$ cat src/verilog/lc3b_params.svh
`ifndef LC3B_PARAMS_SVH
`define LC3B_PARAMS_SVH

// pc after reset
`define LC3B_RESET_PC 16'h0000

// architectural registers
`define LC3B_NUM_REGS 8

// fetch, decode, execute, write back
`define LC3B_STAGES 4

`endif

$ cat src/verilog/lc3b_types.sv
package lc3b_types;

typedef logic [15:0] lc3b_word;
typedef logic [2:0] lc3b_reg;
typedef logic [2:0] lc3b_nzp;

// lc3b encodings of the kept instructions
typedef enum logic [3:0] {
	op_br  = 4'b0000,
	op_add = 4'b0001,
	op_and = 4'b0101,
	op_not = 4'b1001,
	op_lea = 4'b1110
} lc3b_opcode;

typedef enum logic [1:0] {
	alu_add,
	alu_and,
	alu_not,
	alu_pass
} lc3b_aluop;

// instruction memory request sequencing
typedef enum logic [1:0] {
	fs_idle,
	fs_wait,
	fs_drop
} fetch_state;

endpackage : lc3b_types

$ cat src/verilog/fetch.sv
`timescale 1ns/10ps
`include "lc3b_params.svh"

module fetch
(
	input logic clk,
	input logic arst_n,

	input logic pmem_resp,
	input lc3b_types::lc3b_word pmem_rdata,
	output logic pmem_read,
	output lc3b_types::lc3b_word pmem_address,

	input logic hold,
	input logic load_de,
	input logic flush_de,
	input logic br_taken,
	input lc3b_types::lc3b_word target_pc,

	output lc3b_types::lc3b_word instr,
	output lc3b_types::lc3b_word npc,
	output logic fetch_valid
);

import lc3b_types::*;

fetch_state state;
lc3b_word pc;
lc3b_word req_addr;
logic issue;
logic resp_ok;

// response hold buffer
logic buf_valid;
lc3b_word buf_instr;

// only one word in flight, and none while the buffer is full
assign issue = (state == fs_idle) && !buf_valid && !br_taken;
assign resp_ok = (state == fs_wait) && pmem_resp && !br_taken;

assign pmem_read = (state != fs_idle);
assign pmem_address = req_addr;

always_ff @(posedge clk or negedge arst_n) begin
	if (!arst_n) begin
		state <= fs_idle;
		pc <= `LC3B_RESET_PC;
	end else begin
		case (state)
			fs_idle: if (issue) state <= fs_wait;
			fs_wait: begin
				if (pmem_resp)
					state <= fs_idle;
				else if (br_taken)
					state <= fs_drop;
			end
			// wrong path word still on its way
			fs_drop: if (pmem_resp) state <= fs_idle;
			default: state <= fs_idle;
		endcase
		if (br_taken)
			pc <= target_pc;
		else if (issue)
			pc <= pc + 16'd2;
	end
end

always_ff @(posedge clk) begin
	if (issue)
		req_addr <= pc;
	if (resp_ok && hold)
		buf_instr <= pmem_rdata;
end

always_ff @(posedge clk or negedge arst_n) begin
	if (!arst_n)
		buf_valid <= 1'b0;
	else if (br_taken)
		buf_valid <= 1'b0;
	else if (buf_valid)
		buf_valid <= !load_de;
	else
		buf_valid <= resp_ok && hold;
end

// fetch/decode register, fed from the buffer first
always_ff @(posedge clk or negedge arst_n) begin
	if (!arst_n)
		fetch_valid <= 1'b0;
	else if (flush_de)
		fetch_valid <= 1'b0;
	else if (load_de)
		fetch_valid <= buf_valid || resp_ok;
end

// req_addr holds still while the buffer is full
always_ff @(posedge clk) begin
	if (load_de) begin
		instr <= buf_valid ? buf_instr : pmem_rdata;
		npc <= req_addr + 16'd2;
	end
end

a_addr_stable: assert property (@(posedge clk) disable iff (!arst_n)
	pmem_read && !pmem_resp |=> pmem_read && $stable(pmem_address));

a_no_idle_resp: assert property (@(posedge clk) disable iff (!arst_n)
	!(state == fs_idle && pmem_resp));

endmodule : fetch

$ cat src/verilog/decode.sv
`timescale 1ns/10ps
`include "lc3b_params.svh"

module decode
(
	input logic clk,
	input logic arst_n,

	input lc3b_types::lc3b_word instr,
	input lc3b_types::lc3b_word npc,
	input logic fetch_valid,
	input logic load_ex,
	input logic flush_ex,

	// write back
	input logic reg_store,
	input lc3b_types::lc3b_reg dest_reg,
	input lc3b_types::lc3b_word reg_data,
	input logic cc_store,
	input lc3b_types::lc3b_nzp cc_data,

	output lc3b_types::lc3b_opcode opcode,
	output lc3b_types::lc3b_aluop aluop,
	output lc3b_types::lc3b_word sr1_val,
	output lc3b_types::lc3b_word sr2_val,
	output logic imm_sel,
	output lc3b_types::lc3b_word imm,
	output lc3b_types::lc3b_word offset,
	output lc3b_types::lc3b_nzp nzp,
	output lc3b_types::lc3b_reg dr,
	output logic writes_reg,
	output lc3b_types::lc3b_reg sr1,
	output lc3b_types::lc3b_reg sr2,
	output logic uses_sr2,
	output logic is_branch,
	output lc3b_types::lc3b_word npc_ex,
	output logic ex_valid,
	output lc3b_types::lc3b_nzp cc
);

import lc3b_types::*;

lc3b_word regs [`LC3B_NUM_REGS];
lc3b_opcode op;
lc3b_aluop aluop_d;
logic writes_d;
lc3b_word sr1_rd;
lc3b_word sr2_rd;

assign op = lc3b_opcode'(instr[15:12]);
assign sr1 = instr[8:6];
assign sr2 = instr[2:0];
assign is_branch = (op == op_br);
assign uses_sr2 = (op == op_add || op == op_and) && !instr[5];

always_comb begin
	aluop_d = alu_pass;
	writes_d = 1'b1;
	case (op)
		op_add: aluop_d = alu_add;
		op_and: aluop_d = alu_and;
		op_not: aluop_d = alu_not;
		op_lea: aluop_d = alu_pass;
		default: writes_d = 1'b0;
	endcase
end

// write-first register file
assign sr1_rd = (reg_store && dest_reg == sr1) ? reg_data : regs[sr1];
assign sr2_rd = (reg_store && dest_reg == sr2) ? reg_data : regs[sr2];

always_ff @(posedge clk or negedge arst_n) begin
	if (!arst_n) begin
		for (int i = 0; i < `LC3B_NUM_REGS; i++)
			regs[i] <= '0;
		cc <= 3'b010;
	end else begin
		if (reg_store)
			regs[dest_reg] <= reg_data;
		if (cc_store)
			cc <= cc_data;
	end
end

// decode/execute register, a stall leaves a bubble
always_ff @(posedge clk or negedge arst_n) begin
	if (!arst_n)
		ex_valid <= 1'b0;
	else
		ex_valid <= load_ex && fetch_valid && !flush_ex;
end

always_ff @(posedge clk) begin
	if (load_ex) begin
		opcode <= op;
		aluop <= aluop_d;
		sr1_val <= sr1_rd;
		sr2_val <= sr2_rd;
		imm_sel <= instr[5];
		imm <= {{11{instr[4]}}, instr[4:0]};
		offset <= {{6{instr[8]}}, instr[8:0], 1'b0};
		nzp <= instr[11:9];
		dr <= instr[11:9];
		writes_reg <= writes_d;
		npc_ex <= npc;
	end
end

a_cc_onehot: assert property (@(posedge clk) disable iff (!arst_n) $onehot(cc));

endmodule : decode

$ cat src/verilog/execute.sv
`timescale 1ns/10ps

module execute
(
	input logic clk,
	input logic arst_n,

	input lc3b_types::lc3b_opcode opcode,
	input lc3b_types::lc3b_aluop aluop,
	input lc3b_types::lc3b_word sr1_val,
	input lc3b_types::lc3b_word sr2_val,
	input logic imm_sel,
	input lc3b_types::lc3b_word imm,
	input lc3b_types::lc3b_word offset,
	input lc3b_types::lc3b_nzp nzp,
	input lc3b_types::lc3b_reg dr,
	input logic writes_reg,
	input lc3b_types::lc3b_word npc_ex,
	input logic ex_valid,
	input lc3b_types::lc3b_nzp cc,

	output logic br_taken,
	output lc3b_types::lc3b_word target_pc,
	output logic reg_store,
	output lc3b_types::lc3b_reg dest_reg,
	output lc3b_types::lc3b_word reg_data,
	output logic cc_store,
	output lc3b_types::lc3b_nzp cc_data,
	output logic wb_valid,
	output lc3b_types::lc3b_reg wb_dr,
	output logic wb_writes
);

import lc3b_types::*;

lc3b_word alu_b;
lc3b_word alu_out;
lc3b_word result;
lc3b_nzp gencc;
logic wb_sets_cc;

assign alu_b = imm_sel ? imm : sr2_val;

always_comb begin
	case (aluop)
		alu_add: alu_out = sr1_val + alu_b;
		alu_and: alu_out = sr1_val & alu_b;
		alu_not: alu_out = ~sr1_val;
		alu_pass: alu_out = alu_b;
	endcase
end

// one adder for lea and branch targets
assign target_pc = npc_ex + offset;
assign result = (opcode == op_lea) ? target_pc : alu_out;
assign gencc = result[15] ? 3'b100 : (result == '0) ? 3'b010 : 3'b001;
assign br_taken = ex_valid && (opcode == op_br) && |(nzp & cc);

always_ff @(posedge clk or negedge arst_n) begin
	if (!arst_n)
		wb_valid <= 1'b0;
	else
		wb_valid <= ex_valid;
end

always_ff @(posedge clk) begin
	wb_dr <= dr;
	wb_writes <= writes_reg;
	reg_data <= result;
	cc_data <= gencc;
	// lc3b lea leaves cc alone
	wb_sets_cc <= (opcode != op_lea);
end

assign reg_store = wb_valid && wb_writes;
assign cc_store = wb_valid && wb_writes && wb_sets_cc;
assign dest_reg = wb_dr;

// taken branch empties the stage behind it
a_br_flush: assert property (@(posedge clk) disable iff (!arst_n)
	br_taken |=> !ex_valid);

endmodule : execute

$ cat src/verilog/pipeline_control.sv
`timescale 1ns/10ps
`include "lc3b_params.svh"

module pipeline_control
(
	input logic clk,
	input logic arst_n,

	input logic fetch_valid,
	input lc3b_types::lc3b_reg sr1,
	input lc3b_types::lc3b_reg sr2,
	input logic uses_sr2,
	input logic is_branch,
	input logic ex_valid,
	input lc3b_types::lc3b_reg dr,
	input logic writes_reg,
	input logic wb_valid,
	input lc3b_types::lc3b_reg wb_dr,
	input logic wb_writes,
	input logic br_taken,

	output logic load_de,
	output logic load_ex,
	output logic flush_de,
	output logic flush_ex,
	output logic hold
);

import lc3b_types::*;

logic run;
logic ex_hit;
logic wb_hit;
logic dep_stall;
logic br_stall;
logic stall;
logic [2:0] stall_cnt;

function automatic logic reads_reg(lc3b_reg d, lc3b_reg s1, lc3b_reg s2, logic use2);
	return (d == s1) || (use2 && (d == s2));
endfunction

assign ex_hit = ex_valid && writes_reg;
assign wb_hit = wb_valid && wb_writes;

// sr1 is checked for every opcode, extra stalls only
assign dep_stall = fetch_valid &&
	((ex_hit && reads_reg(dr, sr1, sr2, uses_sr2)) ||
	(wb_hit && reads_reg(wb_dr, sr1, sr2, uses_sr2)));
assign br_stall = fetch_valid && is_branch && (ex_hit || wb_hit);
assign stall = dep_stall || br_stall;

// nothing moves in the first cycle out of reset
always_ff @(posedge clk or negedge arst_n) begin
	if (!arst_n)
		run <= 1'b0;
	else
		run <= 1'b1;
end

assign load_de = run && !stall;
assign hold = !load_de;
// low on a stall, so execute gets a bubble
assign load_ex = run && !stall;
assign flush_de = br_taken;
assign flush_ex = br_taken;

always_ff @(posedge clk or negedge arst_n) begin
	if (!arst_n)
		stall_cnt <= '0;
	else if (!stall)
		stall_cnt <= '0;
	else if (stall_cnt != 3'd7)
		stall_cnt <= stall_cnt + 3'd1;
end

a_stall_limit: assert property (@(posedge clk) disable iff (!arst_n)
	stall_cnt <= `LC3B_STAGES);

endmodule : pipeline_control

$ cat src/verilog/mp3.sv
`timescale 1ns/10ps

module mp3
(
	input logic clk,
	input logic arst_n,

	input logic pmem_resp,
	input lc3b_types::lc3b_word pmem_rdata,
	output logic pmem_read,
	output lc3b_types::lc3b_word pmem_address,

	// retirement
	output logic reg_store,
	output lc3b_types::lc3b_reg dest_reg,
	output lc3b_types::lc3b_word reg_data
);

import lc3b_types::*;

// fetch/decode
lc3b_word instr;
lc3b_word npc;
logic fetch_valid;
lc3b_reg sr1;
lc3b_reg sr2;
logic uses_sr2;
logic is_branch;

// decode/execute
lc3b_opcode opcode;
lc3b_aluop aluop;
lc3b_word sr1_val;
lc3b_word sr2_val;
logic imm_sel;
lc3b_word imm;
lc3b_word offset;
lc3b_nzp nzp;
lc3b_reg dr;
logic writes_reg;
lc3b_word npc_ex;
logic ex_valid;
lc3b_nzp cc;

// execute/write back
logic br_taken;
lc3b_word target_pc;
logic cc_store;
lc3b_nzp cc_data;
logic wb_valid;
lc3b_reg wb_dr;
logic wb_writes;

// stall and load signals
logic load_de;
logic load_ex;
logic flush_de;
logic flush_ex;
logic hold;

fetch fetch_int (.*);

decode decode_int (.*);

execute execute_int (.*);

pipeline_control control_int (.*);

endmodule : mp3

$ cat config.mk
export PLATFORM = sky130hd
export DESIGN_NAME = mp3
export DESIGN_NICKNAME = d
export VERILOG_FILES = /design/src/verilog/lc3b_types.sv /design/src/verilog/fetch.sv /design/src/verilog/decode.sv /design/src/verilog/execute.sv /design/src/verilog/pipeline_control.sv /design/src/verilog/mp3.sv
export VERILOG_INCLUDE_DIRS = /design/src /design/src/verilog
export SDC_FILE = /design/constraint.sdc
export NUM_CORES = 1
export LEC_CHECK = 0
export BUFFER_PORTS_ARGS = -buffer_cell sky130_fd_sc_hd__buf_2
export CORE_UTILIZATION = 40
export CTS_CLUSTER_SIZE = 20
export DETAILED_ROUTE_END_ITERATION = 8
export MAX_ROUTING_LAYER = met4
export SLEW_MARGIN = 20
export SYNTH_ARGS = -nofsm -noshare
export SYNTH_HDL_FRONTEND = slang
export SYNTH_SLANG_ARGS = --single-unit
$ cat constraint.sdc
create_clock -name clk -period 12 [get_ports clk]
set_input_delay 1.8 -clock clk [delete_from_list [all_inputs] [get_ports clk]]
set_output_delay 1.8 -clock clk [all_outputs]
set_load 0.01 [all_outputs]
Word level (Yosys, flattened, before mapping)
Cells that the tools add are included.
{"block": "classes", "n_mux": 29, "bitwise_logic": 6, "reduce_logical": 47, "n_lt_le_gt_ge": 4, "eq_ne": 18, "n_addsub": 4}
{"cell": "16-bit 2-to-1 mux", "n": 12}
{"cell": "128-bit bitwise mux", "n": 1}
{"cell": "16-bit binary-select mux with 3-bit select", "n": 2}
{"cell": "16-bit one-hot mux with 4 select lines", "n": 1}
{"cell": "16-bit demux with 3-bit select", "n": 1}
{"cell": "16-bit adder", "n": 2}
{"cell": "16-bit by 2-bit adder with 16-bit output, second input constant", "n": 2}
{"cell": "1-bit logical AND", "n": 24}
{"cell": "16-bit AND", "n": 1}
{"cell": "16-bit zero test", "n": 1}
{"cell": "16-bit NOT", "n": 1}
{"cell": "3-bit == test", "n": 4}
{"cell": "4-bit == test, second input constant", "n": 3}
{"cell": "4-bit >= comparator, second input constant", "n": 3}
{"cell": "3-bit NOT with 4-bit output", "n": 3}
{"cell": "2-bit one-hot mux with 3 select lines", "n": 2}
{"cell": "2-bit 2-to-1 mux", "n": 5}
{"cell": "4-bit zero test", "n": 2}
{"cell": "1-bit logical OR", "n": 7}
{"cell": "2-bit == test, second input constant", "n": 3}
{"cell": "2-bit nonzero test", "n": 3}
{"cell": "1-bit zero test", "n": 5}
{"cell": "1-bit 2-to-1 mux", "n": 5}
{"cell": "2-bit by 1-bit == test with 1-bit output, second input constant", "n": 2}
{"cell": "12 further kinds", "n": 13}
{"block": "word_totals", "reg_bits": 315, "input_bits": 19, "out_inout_bits": 37, "word_cells": 143}

Longest topological paths before layout
{"block": "depth", "depth_word": 15, "ltp_mapped": 14, "depth_no_buf": 12}

By module
A second synthesis with hierarchy kept.
{"block": "hier_totals", "cells_unflattened": 1177, "area_unflattened_um2": 16515.8}
{"module": "decode", "n_inst": 1, "cells_each": 572, "seq_area_each_um2": 5316.3, "area_per_inst_um2": 9983.3}
{"module": "fetch", "n_inst": 1, "cells_each": 233, "seq_area_each_um2": 2422.3, "area_per_inst_um2": 3474.6}
{"module": "execute", "n_inst": 1, "cells_each": 338, "seq_area_each_um2": 505.5, "area_per_inst_um2": 2807.7}
{"module": "pipeline_control", "n_inst": 1, "cells_each": 34, "seq_area_each_um2": 25.0, "area_per_inst_um2": 250.2}

Least setup slack after synthesis
No wires, ideal clock.
{"block": "synth_timing", "path_type": "reg-to-reg", "start": "register fetch_int.instr[2]", "end": "register fetch_int.buf_instr[0] (enable)", "period_less_slack_ps": 12217, "t_arrival_ps": 11217, "t_required_ps": 11000, "setup_slack_ps": -217, "setup_time_ps": 1000, "path_stages_with_launch": 8, "path_buffers": 1, "cell_sequence": "edfxtp_1 clkbuf_1 xor2_1 nor4_1 a221oi_1 o21ai_0 a21boi_0 nor3_1"}
{"block": "synth_between", "elab_chain_cells": 11, "word_cells_on_any_way": 15, "cone_classes": "eq/ne (2); reduce/logical (13)"}
{"item": "from (decl)", "line": "fetch.sv:20", "rtl": "output lc3b_types::lc3b_word instr,"}
{"item": "from (signal assigned)", "line": "fetch.sv:99", "rtl": "instr <= buf_valid ? buf_instr : pmem_rdata;"}
{"item": "3-bit == test", "line": "pipeline_control.sv:40", "rtl": "return (d == s1) || (use2 && (d == s2));"}
{"item": "1-bit logical AND", "line": "pipeline_control.sv:40"}
{"item": "1-bit logical OR", "line": "pipeline_control.sv:40"}
{"item": "1-bit logical AND, on equally long branches", "line": "pipeline_control.sv:48, pipeline_control.sv:49"}
{"item": "1-bit logical OR (*)", "line": "pipeline_control.sv:48", "rtl": "((ex_hit && reads_reg(dr, sr1, sr2, uses_sr2)) ||"}
{"item": "1-bit logical AND (*)", "line": "pipeline_control.sv:47", "rtl": "assign dep_stall = fetch_valid &&"}
{"item": "1-bit logical OR (*)", "line": "pipeline_control.sv:51", "rtl": "assign stall = dep_stall || br_stall;"}
{"item": "1-bit zero test (*)", "line": "pipeline_control.sv:61", "rtl": "assign load_de = run && !stall;"}
{"item": "1-bit logical AND (*)", "line": "pipeline_control.sv:61"}
{"item": "named net control_int.load_de", "line": "pipeline_control.sv:22", "rtl": "output logic load_de,"}
{"item": "1-bit zero test (*)", "line": "pipeline_control.sv:62", "rtl": "assign hold = !load_de;"}
{"item": "1-bit logical AND (*)", "line": "fetch.sv:71", "rtl": "if (resp_ok && hold)"}
{"item": "to (signal assigned)", "line": "fetch.sv:72", "rtl": "buf_instr <= pmem_rdata;"}
{"item": "to (decl)", "line": "fetch.sv:35", "rtl": "lc3b_word buf_instr;"}
The timed path passes the listed nets; every way through them passes the cells marked *.
A chain may end at the register's enable or synchronous reset.

Worst setup path in the final report
{"block": "layout_timing", "start": "register decode_int.offset[6]", "end": "register execute_int.cc_data[1]"}
{"block": "layout_between", "elab_chain_cells": 4}
{"item": "from (decl)", "line": "decode.sv:28", "rtl": "output lc3b_types::lc3b_word offset,"}
{"item": "from (signal assigned)", "line": "decode.sv:101", "rtl": "offset <= {{6{instr[8]}}, instr[8:0], 1'b0};"}
{"item": "16-bit adder (*)", "line": "execute.sv:54", "rtl": "assign target_pc = npc_ex + offset;"}
{"item": "16-bit 2-to-1 mux (*)", "line": "execute.sv:55", "rtl": "assign result = (opcode == op_lea) ? target_pc : alu_out;"}
{"item": "16-bit zero test", "line": "execute.sv:56", "rtl": "assign gencc = result[15] ? 3'b100 : (result == '0) ? 3'b010 : 3'b001;"}
{"item": "2-bit 2-to-1 mux", "line": "execute.sv:56"}
{"item": "to (signal assigned)", "line": "execute.sv:70", "rtl": "cc_data <= gencc;"}
{"item": "to (decl)", "line": "execute.sv:28", "rtl": "output lc3b_types::lc3b_nzp cc_data,"}
Mark *: on every way between the ends. The rest lies on a longest branch, timed or not.

==> run_results.csv <==
group,metric,value,unit
outcome,status,"complete, no violations",
clocking,tritoncts,"yes",
hold_path,hold_path.class,"flip-flop to flip-flop",
setup_path,crit_path_start_kind,"flip-flop",
clocking,cts.sinks,309,
yosys,avgSynthCellArea,13.2,sq um
yosys,ys_top_cells_by_area,"edfxtp_1 25%, dfrtp_1 25%, mux2_2 11%",
sta,finClkSkew,0.0172,ns
grt,top_usage_layer,"met2",
clocking,htree_levels,2,
sta,fin_tns_setup,0,ns
clocking,cts.clk_slew.worst_paths,0.06,ns
die,rows,71,
sta,min_period_over_period,37.6,%
layout,drive_gt1_share,29.7,%
die,die_area,39400,sq um
setup_path,arrival,4.96,ns
yosys,synth.most_common_cell,"dfrtp_1",
clocking,postCtsHoldBufs,0,
grt,grt_overflow_total,0,
drt,detail-route-antenna-nets,0,
grt,grtUsageMet3,2.71,%
sta,setup_ws,7.49,ns
grt,antenna_found_initial,1,
yosys,synthTopCellsByCount,"153 x dfrtp_1, 152 x mux2_2, 131 x edfxtp_1",
sta,slew_viol_final,0,
grt,grt_usage,19.8,%
power,power.total,3.99,mW
drt,vias,9584,
grt,use_met2,31.7,%
die,die_h,199,um
power,ir_drop,0.000113,V
layout,largest_register_ffs,128,
yosys,synth_top_area_share,25.5,%
drt,dr.pass1.iters,7,
drt,via_per_inst,5.50,
yosys,synth-seq-cells,309,
grt,grt_pass1_wl,57500,um
yosys,synth_edf_count,131,
die,die_x,199,um
clocking,worstSkewPairLatency,0.52,ns
layout,regMostFlops,"decode_int.regs",
grt,met1_usage,26.5,%
grt,grt_pass1_vias,9758,
setup_path,path_class,"flip-flop to flip-flop",
power,powerDensity,230,nW/um^2
flow_run,drv_cap,0,
die,initial_core_util,40.8,%
yosys,ys_types,67,
clocking,cts_setup_buffers,0,
drt,dr.first_iter.drc_count,735,
yosys,yosys_warnings,0,
place,gp_congestion,0.897,
clocking,cts_resized,0,
yosys,synthesis.nets,1220,
yosys,async_reset_ff_share,49.8,%
sta,worst_slew_pin_slew,1.02,ns
sta,max_freq,0.222,GHz
place,dp_hpwl,23600,um
drt,avgRoutedWirePerCell,21.0,um
power,p_leak,7.10,nW
yosys,synth_area_leader_cell,"edfxtp_1",
yosys,syn_area,15400,sq um
sta,finalHoldViolCount,0,
layout,num_antenna_cells,0,
sta,post-route-min-period,4.51,ns
place,io_buffers,55,
layout,fill_cells,3473,
sta,grt_setup_unrepaired,"no",
grt,grt_max_degree,81,
clocking,cts_made_buffers,35,
yosys,ys_seq_area_share,53.5,%
drt,drc,0,
sta,slew_headroom,32.0,%
die,fp.coreArea,37800,sq um
yosys,netlist_instances,1167,
layout,fin_util,45.9,%
layout,finalNetCount,1259,
place,dp_slack,7.66,ns
setup_path,cp_max_fo,18,
die,io_pins,56,
setup_path,crit_required,12.45,ns
layout,syn_to_final_growth,12.4,%
sta,finalSetupViolations,0,
drt,routed_wl,36600,um
clocking,root_buffer,"clkbuf_16",
clocking,clock_path_buffers,3,
yosys,synthFlopType,"dfrtp_1",
setup_path,endpoint_kind,"flip-flop",
-- worst paths after layout --
| check | startpoint | to | slack (ns) | depth (start not counted) |
|---|---|---|---|---|
| min in group asynchronous | arst_n | decode_int.regs[22]$_DFFE_PN0P_ | 1.31 | 1 |
| max reg2reg | decode_int.offset[6]$_DFFE_PP_ | execute_int.cc_data[1]$_SDFF_PP0_ | 7.49 | 12 |
| max in group asynchronous | arst_n | decode_int.regs[115]$_DFFE_PN0P_ | 9.22 | 2 |
| max | decode_int.offset[6]$_DFFE_PP_ | execute_int.cc_data[1]$_SDFF_PP0_ | 7.49 | 12 |
| min reg2reg | decode_int.writes_reg$_DFFE_PP_ | execute_int.wb_writes$_DFF_P_ | 0.40 | 0 |
| min | decode_int.writes_reg$_DFFE_PP_ | execute_int.wb_writes$_DFF_P_ | 0.40 | 0 |
-- layout by cell type, fill, tap and decap left out, drive strengths merged, types with 31 or more instances in the layout --
master / Yosys / layout
nand2: 85 / 85
a21oi: 34 / 34
mux2i: 39 / 39
edfxtp: 131 / 131
nor2: 41 / 41
dfrtp: 153 / 153
o21ai: 80 / 80
ha: 32 / 32
buf: 13 / 78
mux4: 66 / 66
xor2: 31 / 31
clkbuf: 63 / 56
mux2: 154 / 154
-- cell type report --
type,count,area (sq um),share of cell area [%]
flip-flops and latches,309,8270,47.6
multi-input cells,752,6810,39.2
clock buffers,56,1050,6.03
well taps,511,639,3.68
repair buffers,78,454,2.61
inverters,30,113,0.648
clock inverters,6,41.3,0.238
-- metrics by stage --
step	std cells	hold WS (ns)	instance area (sq um)
floorplan	1167	0.348	15400
global placement	1680	0.356	16300
detailed placement	1680	0.385	16300
CTS	1742	0.398	17400
global route	1742	0.409	17400
finish	1742	0.399	17400
-- logic make-up after synthesis --
group / synth area share [%]
other: 0.0243
flip-flops: 53.5
AND/OR/NAND/NOR: 6.29
AO/OA/AOI/OAI: 7.73
buffers and inverters: 2.76
multiplexers: 23.4
adder cells (fa/ha/maj): 2.85
XOR/XNOR: 3.40
-- power breakdown --
part	switching (mW)	internal [mW]
combinational	0.547	0.617
sequential	0.290	1.52
clock	0.416	0.598
total	1.25	2.73
-- worst max-delay path: stages (launching register included) --
cell      delay, ns
edfxtp_1       0.83
mux2_2         0.43
ha_1           0.25
fa_1           0.44
a21oi_1        0.27
o21ai_0        0.29
a311oi_1       0.67
xnor2_1        0.13
a21oi_1        0.21
o21bai_1       0.10
or4_1          0.44
nor4_2         0.20
and3b_1        0.20
-- per-layer routing --
metal  share of wire, %  up-vias
li1                   -     4438
met1                 46     4883
met2                 48      211
met3                4.0       52
met4                2.0        0
met5                  0        -
Power figures use the tool's default switching activity.
